`src/spi_cmd_pkg.sv`:
```
package spi_cmd_pkg;

  // Command format
  localparam int CMD_WIDTH  = 12;
  localparam int ADDR_WIDTH = 3;
  localparam int DATA_WIDTH = 8;

  // Only the flag and the address go out before a read
  localparam int HDR_BITS = 1 + ADDR_WIDTH;

  // SPI timing in clk cycles
  localparam int SCLK_HALF   = 4;  // Half period of sclk
  localparam int TURN_CYCLES = 16; // cs high between read header and read data

  // Counter widths derived from the values above
  localparam int BIT_CNT_WIDTH = $clog2(CMD_WIDTH + 1);
  localparam int PHASE_WIDTH   = $clog2((TURN_CYCLES > SCLK_HALF) ? TURN_CYCLES : SCLK_HALF);

  // Bit 11 is the write flag, bits 10:8 the address, bits 7:0 the data
  typedef struct packed {
    logic                  write;
    logic [ADDR_WIDTH-1:0] addr;
    logic [DATA_WIDTH-1:0] data;
  } spi_cmd_t;

  // One frame as the engine sends it
  typedef struct packed {
    logic                     is_read;  // Header only, data phase follows
    logic [CMD_WIDTH-1:0]     tx_bits;  // Left-aligned, MSB leaves first
    logic [BIT_CNT_WIDTH-1:0] tx_count; // Bits to send from tx_bits
  } spi_plan_t;

endpackage

```
`src/pipe_reg.sv`:
```
`timescale 1ns/1ps

module pipe_reg #(
  parameter type T = logic [7:0]
) (
  input  logic clk,
  input  logic rst_n,
  input  logic in_vld,
  input  T     in_data,
  output logic in_rdy,
  output logic out_vld,
  output T     out_data,
  input  logic out_rdy
);

  // The slot frees up in the same cycle its entry is taken downstream
  assign in_rdy = !out_vld || out_rdy;

  always_ff @(posedge clk or negedge rst_n)
  begin
    if (!rst_n)
    begin
      out_vld <= 1'b0;
    end
    else if (in_vld && in_rdy)
    begin
      out_vld <= 1'b1;
    end
    else if (out_rdy)
    begin
      out_vld <= 1'b0;
    end
  end

  always_ff @(posedge clk)
  begin
    if (in_vld && in_rdy)
    begin
      out_data <= in_data;
    end
  end

  // A stalled entry must hold still until the consumer takes it
  a_hold_stable: assert property (
    @(posedge clk) disable iff (!rst_n)
    (out_vld && !out_rdy) |=> (out_vld && $stable(out_data))
  );

endmodule

```
`src/spi_cmd_decode.sv`:
```
`timescale 1ns/1ps

module spi_cmd_decode (
  input  logic                  clk,
  input  logic                  rst_n,
  input  logic                  cmd_vld,
  input  spi_cmd_pkg::spi_cmd_t cmd,
  output logic                  cmd_rdy,
  output logic                  plan_vld,
  output spi_cmd_pkg::spi_plan_t plan,
  input  logic                  plan_rdy
);

  import spi_cmd_pkg::*;

  spi_plan_t next_plan;

  // A write goes out whole and a read only sends its header
  always_comb
  begin
    next_plan.is_read = !cmd.write;
    if (cmd.write)
    begin
      next_plan.tx_bits  = cmd;
      next_plan.tx_count = BIT_CNT_WIDTH'(CMD_WIDTH);
    end
    else
    begin
      next_plan.tx_bits  = {cmd.write, cmd.addr, {DATA_WIDTH{1'b0}}};
      next_plan.tx_count = BIT_CNT_WIDTH'(HDR_BITS);
    end
  end

  assign cmd_rdy = !plan_vld || plan_rdy;

  always_ff @(posedge clk or negedge rst_n)
  begin
    if (!rst_n)
    begin
      plan_vld <= 1'b0;
    end
    else if (cmd_vld && cmd_rdy)
    begin
      plan_vld <= 1'b1;
    end
    else if (plan_rdy)
    begin
      plan_vld <= 1'b0;
    end
  end

  always_ff @(posedge clk)
  begin
    if (cmd_vld && cmd_rdy)
    begin
      plan <= next_plan;
    end
  end

endmodule

```
`src/spi_frame_engine.sv`:
```
`timescale 1ns/1ps

module spi_frame_engine (
  input  logic                   clk,
  input  logic                   rst_n,
  input  logic                   plan_vld,
  input  spi_cmd_pkg::spi_plan_t plan,
  output logic                   plan_rdy,
  output logic                   sclk,
  output logic                   cs,
  output logic                   mosi,
  input  logic                   miso,
  output logic                   read_vld,
  output logic [spi_cmd_pkg::DATA_WIDTH-1:0] read_data
);

  import spi_cmd_pkg::*;

  typedef enum logic [2:0] {
    ST_IDLE,
    ST_SHIFT_OUT,
    ST_TURN,
    ST_SHIFT_IN,
    ST_FINISH
  } state_t;

  state_t                   state;
  logic [PHASE_WIDTH-1:0]   ph_cnt;
  logic [BIT_CNT_WIDTH-1:0] bit_cnt;
  logic [BIT_CNT_WIDTH-1:0] n_bits;   // Length of the current cs-low window
  logic                     is_read;
  logic [CMD_WIDTH-1:0]     tx_sr;
  logic [DATA_WIDTH-1:0]    rx_sr;

  logic start;
  logic shifting;
  logic ph_done;
  logic sclk_rise;
  logic sclk_fall;
  logic last_bit;
  logic turn_done;

  assign plan_rdy = (state == ST_IDLE);
  assign start    = plan_vld && plan_rdy;
  assign shifting = (state == ST_SHIFT_OUT) || (state == ST_SHIFT_IN);

  // The phase counter marks every sclk half period
  assign ph_done   = (ph_cnt == PHASE_WIDTH'(SCLK_HALF - 1));
  assign sclk_rise = shifting && ph_done && !sclk;
  assign sclk_fall = shifting && ph_done && sclk;
  assign last_bit  = ((bit_cnt + BIT_CNT_WIDTH'(1)) == n_bits);

  // The same counter measures the cs-high gap of a read
  assign turn_done = (state == ST_TURN) && (ph_cnt == PHASE_WIDTH'(TURN_CYCLES - 1));

  always_ff @(posedge clk or negedge rst_n)
  begin
    if (!rst_n)
    begin
      state    <= ST_IDLE;
      cs       <= 1'b1;
      sclk     <= 1'b0;
      mosi     <= 1'b0;
      read_vld <= 1'b0;
      ph_cnt   <= '0;
      bit_cnt  <= '0;
      n_bits   <= '0;
      is_read  <= 1'b0;
    end
    else
    begin
      read_vld <= 1'b0;
      case (state)
        ST_IDLE:
        begin
          if (start)
          begin
            state   <= ST_SHIFT_OUT;
            cs      <= 1'b0;
            mosi    <= plan.tx_bits[CMD_WIDTH-1]; // First bit is set up while sclk is low
            ph_cnt  <= '0;
            bit_cnt <= '0;
            n_bits  <= plan.tx_count;
            is_read <= plan.is_read;
          end
        end
        ST_SHIFT_OUT, ST_SHIFT_IN:
        begin
          if (ph_done)
          begin
            ph_cnt <= '0;
            sclk   <= !sclk;
            if (sclk_fall)
            begin
              bit_cnt <= bit_cnt + BIT_CNT_WIDTH'(1);
              if (last_bit)
              begin
                cs      <= 1'b1; // Same edge as the last sclk fall
                mosi    <= 1'b0;
                bit_cnt <= '0;
                if (state == ST_SHIFT_IN)
                begin
                  read_vld <= 1'b1;
                  state    <= ST_FINISH;
                end
                else if (is_read)
                begin
                  state <= ST_TURN;
                end
                else
                begin
                  state <= ST_FINISH;
                end
              end
              else if (state == ST_SHIFT_OUT)
              begin
                mosi <= tx_sr[CMD_WIDTH-1];
              end
            end
          end
          else
          begin
            ph_cnt <= ph_cnt + PHASE_WIDTH'(1);
          end
        end
        ST_TURN:
        begin
          if (turn_done)
          begin
            state  <= ST_SHIFT_IN;
            cs     <= 1'b0;
            ph_cnt <= '0;
            n_bits <= BIT_CNT_WIDTH'(DATA_WIDTH);
          end
          else
          begin
            ph_cnt <= ph_cnt + PHASE_WIDTH'(1);
          end
        end
        // One idle cycle with cs high before the next plan
        ST_FINISH:
        begin
          state <= ST_IDLE;
        end
        default:
        begin
          state <= ST_IDLE;
        end
      endcase
    end
  end

  // Shift registers for outgoing and incoming bits
  always_ff @(posedge clk)
  begin
    if (start)
    begin
      tx_sr <= plan.tx_bits << 1;
    end
    else if (sclk_fall && (state == ST_SHIFT_OUT))
    begin
      tx_sr <= tx_sr << 1;
    end
    if (sclk_rise && (state == ST_SHIFT_IN))
    begin
      rx_sr <= {rx_sr[DATA_WIDTH-2:0], miso}; // MSB arrives first
    end
  end

  assign read_data = rx_sr; // Settled while read_vld is high

  a_sclk_idle: assert property (
    @(posedge clk) disable iff (!rst_n)
    cs |-> !sclk
  );

  a_read_pulse: assert property (
    @(posedge clk) disable iff (!rst_n)
    read_vld |=> !read_vld
  );

endmodule

```
`src/spi_cmd_master.sv`:
```
`timescale 1ns/1ps

module spi_cmd_master (
  input  logic                  clk,
  input  logic                  rst_n,
  input  logic                  cmd_vld,
  input  spi_cmd_pkg::spi_cmd_t cmd_in,
  output logic                  cmd_rdy,
  output logic                  sclk,
  output logic                  cs,
  output logic                  mosi,
  input  logic                  miso,
  output logic                  read_vld,
  output logic [spi_cmd_pkg::DATA_WIDTH-1:0] read_data
);

  import spi_cmd_pkg::*;

  logic      dec_vld;
  spi_cmd_t  dec_cmd;
  logic      dec_rdy;
  logic      plan_vld;
  spi_plan_t plan;
  logic      plan_rdy;

  // Input slot, so one more command can wait while the decoder is full
  pipe_reg #(
    .T(spi_cmd_t)
  ) cmd_reg (
    .clk      (clk),
    .rst_n    (rst_n),
    .in_vld   (cmd_vld),
    .in_data  (cmd_in),
    .in_rdy   (cmd_rdy),
    .out_vld  (dec_vld),
    .out_data (dec_cmd),
    .out_rdy  (dec_rdy)
  );

  spi_cmd_decode decode_inst (
    .clk      (clk),
    .rst_n    (rst_n),
    .cmd_vld  (dec_vld),
    .cmd      (dec_cmd),
    .cmd_rdy  (dec_rdy),
    .plan_vld (plan_vld),
    .plan     (plan),
    .plan_rdy (plan_rdy)
  );

  spi_frame_engine engine_inst (
    .clk       (clk),
    .rst_n     (rst_n),
    .plan_vld  (plan_vld),
    .plan      (plan),
    .plan_rdy  (plan_rdy),
    .sclk      (sclk),
    .cs        (cs),
    .mosi      (mosi),
    .miso      (miso),
    .read_vld  (read_vld),
    .read_data (read_data)
  );

endmodule

```
`config.mk`:
```
export PLATFORM = sky130hd
export DESIGN_NAME = spi_cmd_master
export DESIGN_NICKNAME = d
export VERILOG_FILES = /design/src/spi_cmd_pkg.sv /design/src/pipe_reg.sv /design/src/spi_cmd_decode.sv /design/src/spi_frame_engine.sv /design/src/spi_cmd_master.sv
export SDC_FILE = /design/constraint.sdc
export NUM_CORES = 1
export LEC_CHECK = 0
export CAP_MARGIN = 20
export CORE_MARGIN = 5
export CORE_UTILIZATION = 35
export CTS_BUF_LIST = sky130_fd_sc_hd__clkbuf_4
export DETAILED_ROUTE_END_ITERATION = 8
export DONT_BUFFER_PORTS = 1
export PLACE_DENSITY = 0.47
export SLEW_MARGIN = 40
export SYNTH_ARGS = -nofsm -noshare
export SYNTH_HDL_FRONTEND = slang
export SYNTH_SLANG_ARGS = --single-unit
```
`constraint.sdc`:
```
create_clock -name clk -period 2.73 [get_ports clk]
set_clock_uncertainty 0.05 [all_clocks]
set_input_delay 0.819 -clock clk [delete_from_list [all_inputs] [get_ports clk]]
set_output_delay 0.819 -clock clk [all_outputs]
set_load 0.01 [all_outputs]
```
Word level (Yosys, flattened, before mapping) --
Index checks and enable logic that the tools add are counted.
Word-level totals: register bits 70, input bits 16, output and inout bits 13
Operators by class: add/sub/neg operators 2, equality and inequality tests 12, multiplexer cells 43, reductions and logical operators 32
Operator list (number):
- $mux 4 | 8
- $mux 12 | 2
- $mux 3 | 7
- $mux 1 | 19
- $mux 16 | 1
- $pmux 4 s2 | 2
- $pmux 4 s3 | 1
- $ne 2x1->1 const B | 5
- $reduce_and 5->1 | 2
- $reduce_bool 2->1 | 5
- $logic_and 1x1->1 | 9
- $pmux 3 s3 | 1
- $add 4x1->4 const B | 2
- $eq 3x2->1 const B | 2
- $reduce_and 2->1 | 3
- $reduce_and 6->1 | 1
- $eq 4x2->1 const B | 1
- $eq 4x4->1 | 1
- $eq 4x4->1 const B | 1
- $logic_not 1->1 | 4
- $reduce_and 4->1 | 1
- $eq 3x1->1 const B | 1
- $logic_not 3->1 | 1
- $logic_or 1x1->1 | 3
- other kinds (6) | 6

Logic depth before layout (Yosys ltp) --
Gate-level depths: netlist (run 1).
word-level depth 7, gate-level depth with buffers 6, depth with buffers taken out 5

Cells and area by module --
A second synthesis (run 1) with hierarchy kept.
Second synthesis, totals: cells, all modules 193, area total of the unflattened synthesis 2772.7 um^2
Modules (own cells, without submodules):
- spi_frame_engine | instances 1, cells an instance 145, area an instance 1823.0 um^2
- spi_cmd_decode | instances 1, cells an instance 32, area an instance 535.5 um^2
- pipe_reg | instances 1, cells an instance 16, area an instance 414.1 um^2

Least setup slack after synthesis (run 1) --
OpenSTA, ideal clock, no wires.
kind register to register, start point reg engine_inst.ph_cnt[0], end point reg engine_inst.rx_sr[0] (netlist: engine_inst.read_data[0]) (enable), setup time 383 ps, arrival 1595 ps, required time 2297 ps, path slack 701 ps, cell stages (with the launch flop) 5, path buffers 0, clock period less this slack 2029 ps, path through dfrtp_1 > ha_1 > nor3b_4 > nand2_1 > nor3_1
On the way: cells in the longest elaborated chain, start to end 4
RTL lines:
- start, declared | RTL line spi_frame_engine.sv:28 | logic [PHASE_WIDTH-1:0] ph_cnt;
- start signal, assigned | RTL line spi_frame_engine.sv:123 | ph_cnt <= ph_cnt + PHASE_WIDTH'(1);
- start signal, assigned | RTL line spi_frame_engine.sv:137 | ph_cnt <= ph_cnt + PHASE_WIDTH'(1);
- $eq 4x2->1 | RTL line spi_frame_engine.sv:48 | assign ph_done = (ph_cnt == PHASE_WIDTH'(SCLK_HALF - 1));
- $logic_and 1x1->1 (2 in a row) | RTL line spi_frame_engine.sv:49 | assign sclk_rise = shifting && ph_done && !sclk;
- $logic_and 1x1->1 | RTL line spi_frame_engine.sv:164 | if (sclk_rise && (state == ST_SHIFT_IN))
- end signal, assigned | RTL line spi_frame_engine.sv:166 | rx_sr <= {rx_sr[DATA_WIDTH-2:0], miso};
- end, declared | RTL line spi_frame_engine.sv:33 | logic [DATA_WIDTH-1:0] rx_sr;
Every way passes these cells. A chain may end at the register's enable or synchronous reset.

Final worst setup path (run 1) --
start point reg engine_inst.state[2], end point out cmd_rdy
On the way: cells in the longest elaborated chain, start to end 3
RTL lines:
- start, declared | RTL line spi_frame_engine.sv:27 | state_t state;
- start signal, assigned | RTL line spi_frame_engine.sv:60 | state <= ST_IDLE;
- start signal, assigned | RTL line spi_frame_engine.sv:78 | state <= ST_SHIFT_OUT;
- start signal, assigned | RTL line spi_frame_engine.sv:104 | state <= ST_FINISH;
- $logic_not 3->1 | RTL line spi_frame_engine.sv:43 | assign plan_rdy = (state == ST_IDLE);
- $logic_or 1x1->1 | RTL line spi_cmd_decode.sv:34 | assign cmd_rdy = !plan_vld || plan_rdy;
- $logic_or 1x1->1 | RTL line pipe_reg.sv:17 | assign in_rdy = !out_vld || out_rdy;
- end, declared | RTL line spi_cmd_master.sv:8 | output logic cmd_rdy,
Every way passes these cells.

==> results of run 1 <==
==> layout make-up <==
cell class | instances | area share (%)
Sequential cell | 64 | 62.9
Timing Repair Buffer | 3 | 0.778
Inverter | 6 | 0.778
Clock buffer | 9 | 2.33
Clock inverter | 6 | 2.07
Multi-Input combinational cell | 127 | 26.8
Tap cell | 99 | 4.28
==> Yosys cell counts (2+ instances only) <==
library cell | n | area [µm²]
dfrtp_1 | 19 | 475
and3_1 | 3 | 18.8
a21o_1 | 2 | 15.0
nand3_1 | 4 | 20.0
clkbuf_1 | 2 | 7.51
o21ai_0 | 6 | 30.0
and2_1 | 11 | 68.8
nand2_1 | 47 | 176
edfxtp_1 | 44 | 1320
nand2b_1 | 5 | 31.3
nor2_1 | 7 | 26.3
nor3_1 | 3 | 15.0
a21oi_1 | 4 | 20.0
xnor2_1 | 2 | 17.5
inv_1 | 6 | 22.5
o2111ai_1 | 2 | 17.5
ha_1 | 3 | 37.5
xor2_1 | 2 | 17.5
==> cell families after synthesis <==
kind of cell | synth area share (%)
XOR/XNOR | 2.78
flip-flops | 68.7
AND/OR/NAND/NOR | 18.9
buffers and inverters | 2.03
adder cells (fa/ha/maj) | 1.41
multiplexers | 0.377
AO/OA/AOI/OAI | 5.80
==> where the power goes <==
part	internal [mW]	switching, mW
clock network	0.271	0.332
registers	1.05	0.0164
logic	0.0280	0.0346
total	1.35	0.383
==> per-stage QoR <==
stage,total power [mW],cells,util [%]
detailed placement,1.15,299,37.8
finish,1.74,314,39.5
global route,1.81,314,39.5
floorplan,1.14,202,-
global placement,1.15,299,37.8
CTS,1.76,314,39.5
==> worst reg2reg max path: cells and delay by family (launching register included) <==
kind          cells  cell delay, ns
simple gates      3            1.11
flops             1            0.52
==> sequential cells by signal, summed over array words and instances (netlist names), 2 cells and up <==
signal,flops
engine_inst.bit_cnt,4
engine_inst.read_data,8
engine_inst.ph_cnt,4
engine_inst.state,3
engine_inst.n_bits,2
engine_inst.tx_sr,11
decode_inst.plan,13
cmd_reg.out_data,12
==> per-layer routing <==
layer | vias up | part of all wire (%) | global-route usage [%]
li1 | 735 | - | -
met1 | 722 | 47 | 12.6
met2 | 44 | 47 | 16.2
met3 | 4 | 5.4 | 3.80
met4 | 0 | 1.3 | 6.26
met5 | - | 0 | 0
==> final timing paths <==
| check | endpoint | slack, ns |
|---|---|---|
| min in group clk | decode_inst.plan[12]$_DFFE_PP_ | 0.38 |
| worst min register to register | decode_inst.plan[12]$_DFFE_PP_ | 0.38 |
| worst max register to register | cmd_reg.out_data[5]$_DFFE_PP_ | 0.68 |
| worst max-delay path | cmd_rdy | 0.32 |
| worst min-delay path | engine_inst.n_bits[3]$_DFFE_PN0P_ | 0.05 |
| max in group asynchronous | engine_inst.cs$_DFFE_PN1P_ | 2.41 |
==> flow_summary.json, run 1 <==
{
  "multi_input_area_um2": 777,
  "clkSinkCount": 64,
  "path_clk_slew_ns": 0.11,
  "setup_viol": 0,
  "final_common_cell": "nand2_1",
  "h-tree-depth": 3,
  "critPathBufInv": 0,
  "grt_use_total_pct": 10.5,
  "gp_congestion": 0.799,
  "ys_types": 48,
  "cts_buffer_depth": 2,
  "pre_cts_ws_ns": 0.691,
  "ys_ff_latch": 64,
  "crit_family": "simple AND/OR/NAND/NOR gates",
  "netlist_instances": 202,
  "r2r_start": "engine_inst.state[2]$_DFFE_PN0P_",
  "drcViolationCount": 0,
  "fin_crit_sh_pct": 88.4,
  "io_buffers": 0,
  "critPathLaunch": "engine_inst.state[2]$_DFFE_PN0P_",
  "vias": 1505,
  "synth_edf_count": 44,
  "netlist_area_mm2": 0.00265,
  "synth_area_per_cell_um2": 13.1,
  "core_area_mm2": 0.00733,
  "nets": 230,
  "cts-root-buf": "clkbuf_4",
  "cp-start-kind": "flip-flop",
  "synth_flop_cell": "edfxtp_1",
  "viasPerCell": 4.79,
  "antenna_found_initial": 0,
  "hold_viol": 0,
  "fill_cells": 686,
  "arrival_ns": 1.54,
  "final_area_mm2": 0.00290,
  "seqCellArea_mm2": 0.00182,
  "wl_mm": 4.42,
  "ant_nets": 0,
  "cp_num_cells": 2,
  "cp_slowest_cell": "dfrtp_1",
  "drive_above_1_share_pct": 13.0,
  "worst_slew_pin_slew_ns": 0.536,
  "slew_headroom_pct": 64.2,
  "tns_ns": 0,
  "rsz0062_at_grt": "no",
  "die_h_um": 97.1,
  "cts_setup_buffers": 0,
  "ys_seq_area_share_pct": 68.7,
  "cp-end-kind": "output port",
  "worstPathCellList": "nor3_1, nand3b_1",
  "grt_pass1_vias": 1631,
  "final_cell_mix": "nand2_1, edfxtp_1, dfrtp_1",
  "start_util_pct": 36.2,
  "cts_hold_buf": 0,
  "die_w_um": 97.1,
  "gr-total-overflow": 0,
  "status": "completed",
  "holdWs_ns": 0.0491,
  "fp-row-count": 31,
  "setup_ws_ns": 0.318,
  "grt_max_degree": 21,
  "grt_pass1_wl_mm": 7.86,
  "peakVddDrop_mv": 0.284,
  "area_delta_synth_final_pct": 9.15,
  "syn-num-nets": 221,
  "async_flop_share_pct": 31.3,
  "worstHoldPathType": "input pin to async pin",
  "numCtsBuffers": 9,
  "insertion_delay_ns": 0.39,
  "critPathRequiredTime_ns": 1.86,
  "crit_fanout": 11,
  "fmax_ghz": 0.415,
  "p_per_area_mw_per_mm2": 599,
  "hpwl_mm": 3.13,
  "dr.pass1.iters": 4,
  "ios": 29,
  "routedWlPerCell_um": 14.1,
  "p_leak_nw": 1.14,
  "tritoncts": "yes",
  "rr_worst_depth": 3,
  "synth_warnings": 0,
  "cpPeakStageDelay_ns": 0.52,
  "worstSetupPathType": "flip-flop to output port",
  "n_antenna_cell": 0,
  "min_period_ns": 2.41,
  "die_area_mm2": 0.00942,
  "ctsResizeCount": 0,
  "max_cap_viol_count": 0,
  "slew_violations": 0,
  "placed_cell_area_mm2": 0.00277,
  "first_iter_violations": 87
}
(Power assumes the default switching activity.)
==> inputs of run 2 (changes only) <==
Settings changed: CORE_MARGIN 5 to unset.
Clock period 2.73 ns to 2.6 ns, I/O delays scaled along.
==> run 2 against run 1 <==
  * Die area decreased by 16%
  * Critical endpoint unchanged
  * Largest power group unchanged
  * Hold slack improved by 0.11 ns
  * Via count decreased by 0.20%
  * Clock-buffer cell count increased by 1
==> flow_summary.json, run 2 (synthesized netlist as in run 1, its figures left out) <==
{
  "hold_viol": 0,
  "start_util_pct": 36.4,
  "worstSetupPathType": "flip-flop to output port",
  "peakVddDrop_mv": 0.282,
  "area_delta_synth_final_pct": 10.0,
  "cp-start-kind": "flip-flop",
  "clkSinkCount": 64,
  "p_clk_share_pct": 34.9,
  "wl_mm": 4.29,
  "path_clk_slew_ns": 0.11,
  "die_w_um": 89.1,
  "pwr-share-comb_pct": 4.0,
  "fmax_ghz": 0.427,
  "die_h_um": 89.1,
  "gr-total-overflow": 0,
  "final_cell_mix": "nand2_1, edfxtp_1, dfrtp_1",
  "grt_pass1_wl_mm": 7.13,
  "drcViolationCount": 0,
  "rsz0062_at_grt": "no",
  "final_common_cell": "nand2_1",
  "worstHoldPathType": "input pin to async pin",
  "slew_headroom_pct": 66.0,
  "cts_buffer_depth": 2,
  "arrival_ns": 1.51,
  "ctsResizeCount": 0,
  "viasPerCell": 4.74,
  "io_buffers": 0,
  "tritoncts": "yes",
  "seqPwrFrac_pct": 61.1,
  "ios": 29,
  "slew_violations": 0,
  "drive_above_1_share_pct": 13.8,
  "hpwl_mm": 3.02,
  "h-tree-depth": 3,
  "reg_top3": "decode_inst.plan (13), cmd_reg.out_data (12), engine_inst.tx_sr (11)",
  "first_iter_violations": 85,
  "grt_max_degree": 19,
  "vias": 1502,
  "ant_nets": 0,
  "worst_slew_pin_slew_ns": 0.510,
  "tns_ns": 0,
  "min_period_ns": 2.34,
  "nets": 232,
  "critPathRequiredTime_ns": 1.77,
  "fp-row-count": 31,
  "grt_pass1_vias": 1491,
  "gp_congestion": 0.861,
  "fin_crit_sh_pct": 90.1,
  "setup_viol": 0,
  "antenna_found_initial": 0,
  "numCtsBuffers": 9,
  "routedWlPerCell_um": 13.5,
  "status": "completed",
  "core_area_mm2": 0.00729,
  "p_sw_mw": 0.403,
  "cts-root-buf": "clkbuf_4",
  "dp.cells": 299,
  "insertion_delay_ns": 0.39,
  "p_per_area_mw_per_mm2": 630,
  "swShare_pct": 21.9,
  "die_area_mm2": 0.00793,
  "regMostFlops": "decode_inst.plan",
  "setup_ws_ns": 0.257,
  "pre_cts_ws_ns": 0.625,
  "largest_reg_flops": 13,
  "cp-end-kind": "output port",
  "p_leak_nw": 1.15,
  "n_antenna_cell": 0,
  "dr.pass1.iters": 4,
  "grt_use_total_pct": 12.5,
  "max_cap_viol_count": 0,
  "p_int_mw": 1.44,
  "crit_fanout": 11,
  "fill_cells": 730,
  "finalNonFillerCells": 317
}
[run 2: worst paths after layout]
kind | startpoint | to | slack (ns) | depth (start not counted)
max in group asynchronous | rst_n | engine_inst.is_read$_DFFE_PN0P_ | 1.76 | 1
setup reg to reg | engine_inst.state[1]$_DFFE_PN0P_ | cmd_reg.out_data[4]$_DFFE_PP_ | 0.61 | 3
setup / recovery | engine_inst.state[1]$_DFFE_PN0P_ | cmd_rdy | 0.26 | 2
hold reg to reg | cmd_reg.out_data[9]$_DFFE_PP_ | decode_inst.plan[13]$_DFFE_PP_ | 0.38 | 0
min in group clk | cmd_reg.out_data[9]$_DFFE_PP_ | decode_inst.plan[13]$_DFFE_PP_ | 0.38 | 0
hold / removal | rst_n | engine_inst.cs$_DFFE_PN1P_ | 0.16 | 0
[run 2: critical path: stages (launching register included)]
cell and delay (ns):
dfrtp_1 0.53, nor3_1 0.34, nand3b_1 0.24
[run 2: repair_timing]
action,CTS,global route
hold endpoints to repair,18,0
buffers inserted,0,0
hold buffers,2,0
[run 2: per-stage QoR]
stage	instance area [µm²]	total power, mW	util, %	hold WS, ns
after floorplan	2650	1.19	-	0.350
after global placement	2770	1.21	38.0	0.360
after detailed placement	2770	1.21	38.0	0.362
after CTS	2920	1.87	40.1	0.133
after global routing	2920	1.92	40.0	0.114
final	2920	1.84	40.0	0.160
[run 2: final cells by class]
class	instances	area [µm²]	area share, %
well taps	99	124	4.24
clock inverters	6	60.1	2.06
repair buffers	5	37.5	1.29
clock buffers	10	75.1	2.57
multi-input cells	127	777	26.6
flip-flops and latches	64	1820	62.5
inverters	6	22.5	0.772
[run 2: per-layer routing]
metal	wire (µm)	GRT usage (%)	up-vias
li1	-	-	741
met1	2080	16.3	703
met2	1870	18.0	49
met3	260	4.34	9
met4	82	7.50	0
met5	0	0	-
[run 2: power groups by stage]
| stage | clock network [mW] | registers (mW) | logic [mW] |
|---|---|---|---|
| floorplan | 0 | 1.14 | 0.0536 |
| global placement | 0 | 1.15 | 0.0651 |
| detailed placement | 0 | 1.15 | 0.0661 |
| CTS | 0.671 | 1.12 | 0.0754 |
| global route | 0.713 | 1.13 | 0.0845 |
| finish | 0.641 | 1.12 | 0.0744 |
